## src/common/mips_ctrl_cfg.svh

```systemverilog
`ifndef MIPS_CTRL_CFG_SVH
`define MIPS_CTRL_CFG_SVH

////////////////////////////////////////////////////////////////////////////
// Instruction word layout
////////////////////////////////////////////////////////////////////////////

// Full instruction word
`define MIPS_INSTR_W 32

// Opcode and funct fields
`define MIPS_OP_W 6

// rs, rt, rd and shamt fields
`define MIPS_REG_W 5

////////////////////////////////////////////////////////////////////////////
// Address decode
////////////////////////////////////////////////////////////////////////////

// Low address bits seen by the controller
`define MIPS_ADDR_W 8

// Memory-mapped counter
`define MIPS_COUNTER_ADDR 8'h7F

`endif
```

## src/common/mips_ctrl_pkg.sv

```systemverilog
`include "mips_ctrl_cfg.svh"

package mips_ctrl_pkg;

    ////////////////////////////////////////////////////////////////////////////
    // Instruction views
    ////////////////////////////////////////////////////////////////////////////

    typedef struct packed {
        logic [`MIPS_OP_W-1:0]  op;
        logic [`MIPS_REG_W-1:0] rs;
        logic [`MIPS_REG_W-1:0] rt;
        logic [`MIPS_REG_W-1:0] rd;
        logic [`MIPS_REG_W-1:0] shamt;
        logic [`MIPS_OP_W-1:0]  funct;
    } instr_r_t;

    typedef struct packed {
        logic [`MIPS_OP_W-1:0]  op;
        logic [`MIPS_REG_W-1:0] rs;
        logic [`MIPS_REG_W-1:0] rt;
        logic [`MIPS_INSTR_W-`MIPS_OP_W-2*`MIPS_REG_W-1:0] imm;
    } instr_i_t;

    // One word seen as R-type or I-type fields
    typedef union packed {
        instr_r_t r;
        instr_i_t i;
    } instr_u;

    ////////////////////////////////////////////////////////////////////////////
    // Encodings
    ////////////////////////////////////////////////////////////////////////////

    typedef enum logic [3:0] {
        CLS_ALU, CLS_MEM, CLS_BRANCH, CLS_JUMP, CLS_CP0_RD, CLS_CP0_WR, CLS_ERET
    } instr_class_e;

    // FSM range check relies on ST_ERET being last
    typedef enum logic [3:0] {
        ST_FETCH, ST_DECODE, ST_ALU_EXEC, ST_ALU_WB, ST_MEM_ADDR, ST_MEM_READ,
        ST_LOAD_WB, ST_STORE, ST_BRANCH, ST_JUMP, ST_CP0_RD, ST_CP0_WR,
        ST_IRQ_ENTRY, ST_ERET
    } ctrl_state_e;

    typedef enum logic [3:0] {
        ALU_ADD, ALU_SUB, ALU_OR, ALU_SLT, ALU_AND, ALU_XOR, ALU_NOR,
        ALU_SLL, ALU_SRL, ALU_SRA, ALU_PASS_A, ALU_PASS_B
    } alu_op_e;

    typedef enum logic [1:0] {EXT_ZERO, EXT_SIGN, EXT_UPPER} ext_op_e;

    typedef enum logic [2:0] {
        LX_WORD, LX_BYTE, LX_BYTE_U, LX_HALF, LX_HALF_U
    } load_ext_e;

    typedef enum logic [1:0] {SZ_WORD, SZ_BYTE, SZ_HALF} store_size_e;

    typedef enum logic [3:0] {
        NPC_SEQ, NPC_BEQ, NPC_BNE, NPC_BGTZ, NPC_BGEZ, NPC_BLTZ, NPC_BLEZ,
        NPC_JUMP, NPC_JREG, NPC_IRQ, NPC_ERET
    } npc_sel_e;

    // Code 3 is unassigned
    typedef enum logic [2:0] {
        WD_ALU     = 3'd0,
        WD_MEM     = 3'd1,
        WD_LINK    = 3'd2,
        WD_CP0     = 3'd4,
        WD_COUNTER = 3'd5
    } wd_sel_e;

    typedef enum logic [1:0] {DST_RT, DST_RD, DST_R31} reg_dst_e;

    ////////////////////////////////////////////////////////////////////////////
    // Decoder result and control outputs
    ////////////////////////////////////////////////////////////////////////////

    typedef struct packed {
        instr_class_e cls;
        alu_op_e      alu_op;
        ext_op_e      ext_op;
        logic         b_sel;
        logic         shift_sel;
        reg_dst_e     reg_dst;
        load_ext_e    load_ext;
        store_size_e  store_size;
        npc_sel_e     npc_sel;
        logic         is_load;
        logic         is_link;
    } decoded_t;

    typedef struct packed {
        logic        pc_wr;
        logic        ir_wr;
        logic        gpr_wr;
        logic        dm_wr;
        logic        counter_wr;
        logic        cp0_wr;
        logic        epc_wr;
        logic        irq_ack;
        logic        b_sel;
        logic        shift_sel;
        alu_op_e     alu_op;
        ext_op_e     ext_op;
        load_ext_e   load_ext;
        store_size_e store_size;
        reg_dst_e    reg_dst;
        wd_sel_e     wd_sel;
        npc_sel_e    npc_sel;
    } ctrl_t;

endpackage

```

## src/hdl/mips_ctrl.sv

```systemverilog
`timescale 1ns/1ps
`include "mips_ctrl_cfg.svh"

module mips_ctrl (
    input  logic                     clk,
    input  logic                     reset,
    input  mips_ctrl_pkg::instr_u    instr,
    input  logic                     zero,
    input  logic                     negative,
    input  logic                     irq,
    input  logic [`MIPS_ADDR_W-1:0]  addr,
    output mips_ctrl_pkg::ctrl_t     ctl
);
    import mips_ctrl_pkg::*;

    decoded_t    dec;
    ctrl_state_e state;

    instr_decoder u_decoder (
        .instr (instr),
        .dec   (dec)
    );

    ctrl_fsm u_fsm (
        .clk   (clk),
        .reset (reset),
        .dec   (dec),
        .irq   (irq),
        .state (state)
    );

    ctrl_outputs u_outputs (
        .state    (state),
        .dec      (dec),
        .zero     (zero),
        .negative (negative),
        .addr     (addr),
        .ctl      (ctl)
    );

endmodule

```

## src/hdl/ctrl_outputs.sv

```systemverilog
`timescale 1ns/1ps
`include "mips_ctrl_cfg.svh"

module ctrl_outputs (
    input  mips_ctrl_pkg::ctrl_state_e  state,
    input  mips_ctrl_pkg::decoded_t     dec,
    input  logic                        zero,
    input  logic                        negative,
    input  logic [`MIPS_ADDR_W-1:0]     addr,
    output mips_ctrl_pkg::ctrl_t        ctl
);
    import mips_ctrl_pkg::*;

    logic counter_hit;
    logic br_taken;

    assign counter_hit = (addr == `MIPS_COUNTER_ADDR);

    always_comb
    begin
        case (dec.npc_sel)
            NPC_BEQ:  br_taken = zero;
            NPC_BNE:  br_taken = !zero;
            NPC_BGTZ: br_taken = !zero && !negative;
            NPC_BGEZ: br_taken = !negative;
            NPC_BLTZ: br_taken = negative;
            NPC_BLEZ: br_taken = zero || negative;
            default:  br_taken = 1'b0;
        endcase
    end

    ////////////////////////////////////////////////////////////////////////////
    // Per-state controls
    ////////////////////////////////////////////////////////////////////////////

    always_comb
    begin
        // Selects follow the decoder, enables default off
        ctl            = '0;
        ctl.b_sel      = dec.b_sel;
        ctl.shift_sel  = dec.shift_sel;
        ctl.alu_op     = dec.alu_op;
        ctl.ext_op     = dec.ext_op;
        ctl.load_ext   = dec.load_ext;
        ctl.store_size = dec.store_size;
        ctl.reg_dst    = dec.reg_dst;
        ctl.wd_sel     = WD_ALU;
        ctl.npc_sel    = NPC_SEQ;

        case (state)
            ST_FETCH:
            begin
                ctl.pc_wr = 1'b1;
                ctl.ir_wr = 1'b1;
            end
            ST_ALU_WB:   ctl.gpr_wr = 1'b1;
            ST_MEM_ADDR, ST_MEM_READ:
                ctl.wd_sel = counter_hit ? WD_COUNTER : WD_MEM;
            ST_LOAD_WB:
            begin
                ctl.gpr_wr = 1'b1;
                ctl.wd_sel = counter_hit ? WD_COUNTER : WD_MEM;
            end
            ST_STORE:
            begin
                ctl.dm_wr      = !counter_hit;
                ctl.counter_wr = counter_hit;
            end
            ST_BRANCH:
            begin
                ctl.pc_wr   = br_taken;
                ctl.npc_sel = dec.npc_sel;
            end
            ST_JUMP:
            begin
                ctl.pc_wr   = 1'b1;
                ctl.gpr_wr  = dec.is_link;
                ctl.wd_sel  = WD_LINK;
                ctl.npc_sel = dec.npc_sel;
            end
            ST_CP0_RD:
            begin
                ctl.gpr_wr = 1'b1;
                ctl.wd_sel = WD_CP0;
            end
            ST_CP0_WR:   ctl.cp0_wr = 1'b1;
            ST_IRQ_ENTRY:
            begin
                ctl.pc_wr   = 1'b1;
                ctl.epc_wr  = 1'b1;
                ctl.irq_ack = 1'b1;
                ctl.npc_sel = NPC_IRQ;
            end
            ST_ERET:
            begin
                ctl.pc_wr   = 1'b1;
                ctl.npc_sel = NPC_ERET;
            end
            default:     ctl.pc_wr = 1'b0;
        endcase
    end

    // Store path and register write never overlap
    always_comb
    begin
        assert (!(ctl.dm_wr && ctl.counter_wr))
            else $error("ctrl_outputs: dm_wr and counter_wr both high");
        assert (!(ctl.gpr_wr && ctl.dm_wr))
            else $error("ctrl_outputs: gpr_wr and dm_wr both high");
    end

endmodule

```

## src/hdl/ctrl_fsm.sv

```systemverilog
`timescale 1ns/1ps

module ctrl_fsm (
    input  logic                        clk,
    input  logic                        reset,
    input  mips_ctrl_pkg::decoded_t     dec,
    input  logic                        irq,
    output mips_ctrl_pkg::ctrl_state_e  state
);
    import mips_ctrl_pkg::*;

    ctrl_state_e next_state;
    ctrl_state_e end_state;

    // Interrupt entry follows the last state when irq is high
    assign end_state = irq ? ST_IRQ_ENTRY : ST_FETCH;

    always_ff @(posedge clk)
    begin
        if (reset)
            state <= ST_FETCH;
        else
            state <= next_state;
    end

    ////////////////////////////////////////////////////////////////////////////
    // Next state
    ////////////////////////////////////////////////////////////////////////////

    always_comb
    begin
        next_state = ST_FETCH;
        case (state)
            ST_FETCH:    next_state = ST_DECODE;
            ST_DECODE:
            begin
                case (dec.cls)
                    CLS_MEM:    next_state = ST_MEM_ADDR;
                    CLS_BRANCH: next_state = ST_BRANCH;
                    CLS_JUMP:   next_state = ST_JUMP;
                    CLS_CP0_RD: next_state = ST_CP0_RD;
                    CLS_CP0_WR: next_state = ST_CP0_WR;
                    CLS_ERET:   next_state = ST_ERET;
                    default:    next_state = ST_ALU_EXEC;
                endcase
            end
            ST_ALU_EXEC: next_state = ST_ALU_WB;
            ST_MEM_ADDR: next_state = dec.is_load ? ST_MEM_READ : ST_STORE;
            ST_MEM_READ: next_state = ST_LOAD_WB;
            ST_ALU_WB, ST_LOAD_WB, ST_STORE, ST_BRANCH,
            ST_JUMP, ST_CP0_RD, ST_CP0_WR:
                next_state = end_state;
            // eret returns straight to fetch
            ST_IRQ_ENTRY, ST_ERET: next_state = ST_FETCH;
            default:     next_state = ST_FETCH;
        endcase
    end

    ////////////////////////////////////////////////////////////////////////////
    // Checks
    ////////////////////////////////////////////////////////////////////////////

    state_legal: assert property (
        @(posedge clk) disable iff (reset)
        !$isunknown(state) && (state <= ST_ERET)
    ) else $error("ctrl_fsm: illegal state %0h", state);

endmodule

```

## src/hdl/instr_decoder.sv

```systemverilog
`timescale 1ns/1ps
`include "mips_ctrl_cfg.svh"

module instr_decoder (
    input  mips_ctrl_pkg::instr_u   instr,
    output mips_ctrl_pkg::decoded_t dec
);
    import mips_ctrl_pkg::*;

    localparam logic [`MIPS_OP_W-1:0] OP_SPECIAL = 6'b000000;
    localparam logic [`MIPS_OP_W-1:0] OP_REGIMM  = 6'b000001;
    localparam logic [`MIPS_OP_W-1:0] OP_COP0    = 6'b010000;

    logic [`MIPS_OP_W-1:0]  op;
    logic [`MIPS_OP_W-1:0]  funct;
    logic [`MIPS_REG_W-1:0] rs;
    logic [`MIPS_REG_W-1:0] rt;

    assign op    = instr.r.op;
    assign funct = instr.r.funct;
    assign rs    = instr.r.rs;
    // Regimm branches are told apart by rt
    assign rt    = instr.i.rt;

    always_comb
    begin
        // Unknown encodings fall through as register ALU ops
        dec            = '0;
        dec.cls        = CLS_ALU;
        dec.alu_op     = ALU_ADD;
        dec.ext_op     = EXT_ZERO;
        dec.reg_dst    = DST_RD;
        dec.load_ext   = LX_WORD;
        dec.store_size = SZ_WORD;
        dec.npc_sel    = NPC_SEQ;

        case (op)
            OP_SPECIAL:
            begin
                case (funct)
                    6'b000000: dec.alu_op = ALU_SLL;
                    6'b000010: dec.alu_op = ALU_SRL;
                    6'b000011: dec.alu_op = ALU_SRA;
                    6'b000100: {dec.alu_op, dec.shift_sel} = {ALU_SLL, 1'b1};
                    6'b000110: {dec.alu_op, dec.shift_sel} = {ALU_SRL, 1'b1};
                    6'b000111: {dec.alu_op, dec.shift_sel} = {ALU_SRA, 1'b1};
                    6'b100000, 6'b100001: dec.alu_op = ALU_ADD;
                    6'b100010, 6'b100011: dec.alu_op = ALU_SUB;
                    6'b100100: dec.alu_op = ALU_AND;
                    6'b100101: dec.alu_op = ALU_OR;
                    6'b100110: dec.alu_op = ALU_XOR;
                    6'b100111: dec.alu_op = ALU_NOR;
                    6'b101010, 6'b101011: dec.alu_op = ALU_SLT;
                    6'b001000, 6'b001001:
                    begin
                        // jr / jalr, jalr links into rd
                        dec.cls     = CLS_JUMP;
                        dec.npc_sel = NPC_JREG;
                        dec.is_link = funct[0];
                    end
                    default: dec.alu_op = ALU_ADD;
                endcase
            end
            OP_REGIMM:
            begin
                if (rt == 5'b00000 || rt == 5'b00001)
                begin
                    dec.cls     = CLS_BRANCH;
                    dec.alu_op  = ALU_PASS_A;
                    dec.npc_sel = rt[0] ? NPC_BGEZ : NPC_BLTZ;
                end
            end
            6'b000010, 6'b000011:
            begin
                dec.cls     = CLS_JUMP;
                dec.npc_sel = NPC_JUMP;
                dec.is_link = op[0];
                dec.reg_dst = DST_R31;
            end
            6'b000100: {dec.cls, dec.alu_op, dec.npc_sel} = {CLS_BRANCH, ALU_SUB, NPC_BEQ};
            6'b000101: {dec.cls, dec.alu_op, dec.npc_sel} = {CLS_BRANCH, ALU_SUB, NPC_BNE};
            6'b000110: {dec.cls, dec.alu_op, dec.npc_sel} = {CLS_BRANCH, ALU_PASS_A, NPC_BLEZ};
            6'b000111: {dec.cls, dec.alu_op, dec.npc_sel} = {CLS_BRANCH, ALU_PASS_A, NPC_BGTZ};
            6'b001000, 6'b001001, 6'b001010, 6'b001011,
            6'b001100, 6'b001101, 6'b001110, 6'b001111:
            begin
                dec.b_sel   = 1'b1;
                dec.reg_dst = DST_RT;
                case (op[2:0])
                    3'b000, 3'b001: {dec.alu_op, dec.ext_op} = {ALU_ADD, EXT_SIGN};
                    3'b010, 3'b011: {dec.alu_op, dec.ext_op} = {ALU_SLT, EXT_SIGN};
                    3'b100: dec.alu_op = ALU_AND;
                    3'b101: dec.alu_op = ALU_OR;
                    3'b110: dec.alu_op = ALU_XOR;
                    default: {dec.alu_op, dec.ext_op} = {ALU_PASS_B, EXT_UPPER};
                endcase
            end
            OP_COP0:
            begin
                if (rs == 5'b00000)
                    {dec.cls, dec.reg_dst} = {CLS_CP0_RD, DST_RT};
                else if (rs == 5'b00100)
                    dec.cls = CLS_CP0_WR;
                else if (funct == 6'b011000)
                    dec.cls = CLS_ERET;
            end
            6'b100000, 6'b100001, 6'b100011, 6'b100100, 6'b100101,
            6'b101000, 6'b101001, 6'b101011:
            begin
                // Address is base plus sign-extended offset
                dec.cls     = CLS_MEM;
                dec.ext_op  = EXT_SIGN;
                dec.b_sel   = 1'b1;
                dec.reg_dst = DST_RT;
                dec.is_load = !op[3];
                case (op[2:0])
                    3'b000: {dec.load_ext, dec.store_size} = {LX_BYTE, SZ_BYTE};
                    3'b001: {dec.load_ext, dec.store_size} = {LX_HALF, SZ_HALF};
                    3'b100: dec.load_ext = LX_BYTE_U;
                    3'b101: dec.load_ext = LX_HALF_U;
                    default: {dec.load_ext, dec.store_size} = {LX_WORD, SZ_WORD};
                endcase
            end
            default: dec.cls = CLS_ALU;
        endcase
    end

endmodule

```

## config.mk

```make
export PLATFORM = sky130hd
export DESIGN_NAME = mips_ctrl
export DESIGN_NICKNAME = d
export VERILOG_FILES = /design/src/common/mips_ctrl_pkg.sv /design/src/hdl/mips_ctrl.sv /design/src/hdl/ctrl_outputs.sv /design/src/hdl/ctrl_fsm.sv /design/src/hdl/instr_decoder.sv
export VERILOG_INCLUDE_DIRS = /design/src /design/src/common
export SDC_FILE = /design/constraint.sdc
export NUM_CORES = 1
export LEC_CHECK = 0
export BUFFER_PORTS_ARGS = -buffer_cell sky130_fd_sc_hd__buf_2
export CORE_MARGIN = 8
export CORE_UTILIZATION = 40
export DETAILED_ROUTE_END_ITERATION = 8
export PLACE_DENSITY = 0.75
export SLEW_MARGIN = 20
export SYNTH_ARGS = -nofsm -noshare
export SYNTH_HDL_FRONTEND = slang
export SYNTH_HIERARCHICAL = 1
export SYNTH_SLANG_ARGS = --single-unit
```

## constraint.sdc

```tcl
create_clock -name clk -period 2.4 [get_ports clk]
set_input_delay 0.24 -clock clk [delete_from_list [all_inputs] [get_ports clk]]
set_output_delay 0.24 -clock clk [all_outputs]
set_load 0.02 [all_outputs]
```

==> run metrics <==
core footprint 3080 um2; GRT overflow 0; Overall Power 473 uW; Power Density 299 nW/um2; area of the multi-input gates 995 um2; layout cell share with drive strength beyond 1 0.360; Setup crit start kind primary input; Initial Util 0.420; # hold bufs at CTS 0; Synth Register Bits 4; Die Y 72.9 um; cell area after synthesis 1290 um2; Crit. End Element primary output; WL/cell 13.2 um; first-pass GRT wire length 6150 um; Largest Register u_fsm/state; Via density 5.46; Final setup viols 0; top post-synthesis cells by area buf_4, dfxtp_1, nor2_1; Tcrit/Tclk final 0.935; clock buffer depth 2; sequential share of power 0.254; Post-Syn Instances 198; Via Count 1590; Total Neg Setup Slack 0 ns; Pre-antenna DRT Iters 4; max_cap viols 0; total CTS buffers 3; WL final 3830 um; Die W 72.9 um; Top FF cell, synth dfxtp_1; RSZ-0062 raised after global routing false; sequential share of the synthesized area 0.0619; Largest regs u_fsm/state x4; Gate power share 0.577; Sw Ratio 0.459; Final Critical Period 2.24 ns; initial antenna violation count 0; clock skew 0.00113 ns; Leakage 0.693 nW; Netlist cell types 61; row count 20; Post-CTS Setup Repair Bufs 0; Area Overhead vs Synth 22.5%; syn_nets 243; DRC viols 0; clk_lat worst skew 0.23 ns; Post-Layout Inst Area 1590 um2; # diodes 0; Min-Delay Path Class in -> reg; vias in the first global route 1401; H-tree depth 1; Min Hold Slack 0.293 ns; Setup WS post-layout 0.155 ns; Commonest cells post-synth nor2_1, buf_4, a21oi_1, nand2_1, o21ai_0; Routed Antenna Nets 0; synthesized area per cell 6.53 um2; Top Ports 75; clk sinks 4; Post-synth EDFFs 0; Data required, critical path 2.16 ns; CP max FO 14; CTS tree yes; port bufs 64; status finished clean; post-cts resize count 0; root buf cell clkbuf_4; crit path DAT 2.00 ns; max reg flops 4; Async SR Flop Fraction 0; peak supply drop 314 uV; largest net degree at the start of global routing 20; Int Power 256 uW; GP Congestion 0.843; clk slew on worst S/H paths 0.04 ns; post-DP HPWL 3090 um; Final nets 294; fmax 445 MHz; Clk pwr share 0.170; Post-Place Worst Slack 0.0401 ns; final hold vios 0; cell taking the most area after synthesis buf_4; Max Transition Viols Final 0; slew margin rel. 0.547; NetSw 217 uW; total track usage 0.136; WS Path Type in -> out; Area after DPL 1560 um2; most frequent cell after synthesis nor2_1; DRT iter0 DRCs 150; top cell type's share of synthesized area 0.0986; synth warn 6; slew at the pin closest to its max-slew limit 0.678 ns; Die ar. 5310 um2; Filler Cell Count 339; Reg area 80.1 um2
==> worst max-delay path, cell delays in order <==
cell and delay, ns:
buf_2 0.10, buf_4 0.17, nor2b_1 0.20, nand2_1 0.16, o21ai_0 0.17, and4_1 0.30
and2_1 0.15, o21ai_0 0.09, a41o_2 0.27, buf_2 0.15
==> path summary, 6_finish.rpt <==
path,startpoint,endpoint,slack [ns],cells after the start
setup reg to reg,u_fsm/state[0],u_fsm/state[3],0.74,3
hold / removal,reset,u_fsm/state[2],0.29,3
hold reg to reg,u_fsm/state[0],u_fsm/state[1],0.73,2
setup / recovery,instr[27],ctl[29],0.16,10
==> layout by cell type, fill, tap and decap left out, types with 2 or more instances in the layout <==
master    netlist  layout
nor2b_1         7       7
a311oi_1        2       2
a211o_2         2       2
nand2b_1        5       5
o21ai_0        13      13
nand3b_1        4       4
buf_4          17      10
nand3_1         5       5
clkbuf_4        0       3
nor2_1         19      19
or3_1           4       4
nor4_1          5       4
mux2i_1         2       2
o32ai_1         2       2
nand4b_1        3       3
buf_2           3      64
dfxtp_1         4       4
nand2_1        13      13
inv_1          10      10
a211oi_1        4       4
nor3b_1         2       2
or4_1           3       3
nor3_1          9       9
a21boi_0        2       2
a21oi_1        13      13
and2_1          2       2
o21a_1          3       3
nor4_2          1       2
==> power by group through the flow <==
| stage | Combinational, mW | Clock [mW] | Sequential [mW] |
|---|---|---|---|
| 3_5_place_dp | 0.272 | 0 | 0.121 |
| 2_1_floorplan | 0.217 | 0 | 0.0933 |
| 4_1_cts | 0.273 | 0.0845 | 0.120 |
| 6_report | 0.273 | 0.0803 | 0.120 |
| 5_1_grt | 0.301 | 0.0882 | 0.127 |
| 3_3_place_gp | 0.268 | 0 | 0.119 |
==> logic make-up after synthesis <==
group | after synthesis | share of synthesized area
buffers and inverters | 38 | 0.174
multiplexers | 2 | 0.0155
AND/OR/NAND/NOR | 95 | 0.434
flip-flops | 4 | 0.0619
AO/OA/AOI/OAI | 56 | 0.298
other | 1 | 0.00290
XOR/XNOR | 2 | 0.0135
==> metal layers <==
| layer | track usage | part of all wire | vias to the layer above | wire, um |
|---|---|---|---|---|
| met5 | 0 | 0 | - | 0 |
| met4 | 0 | 0 | 0 | 0 |
| met3 | 0.0412 | 0.066 | 0 | 254 |
| met2 | 0.232 | 0.50 | 48 | 1910 |
| met1 | 0.172 | 0.44 | 713 | 1670 |
| li1 | - | - | 829 | - |
==> metrics by stage <==
step / cells / utilization
after floorplan: 198 / -
after detailed placement: 288 / 0.506
final: 291 / 0.515
after CTS: 291 / 0.513
after global routing: 291 / 0.515
after global placement: 288 / 0.506
==> cell type report <==
class | instances | share of cell area
tap | 44 | 0.0347
inverter | 10 | 0.0237
multi-input combinational | 156 | 0.627
timing repair buffer | 74 | 0.249
sequential | 4 | 0.0505
clock buffer | 3 | 0.0142
Note: power is estimated with default switching activity, not from simulation.
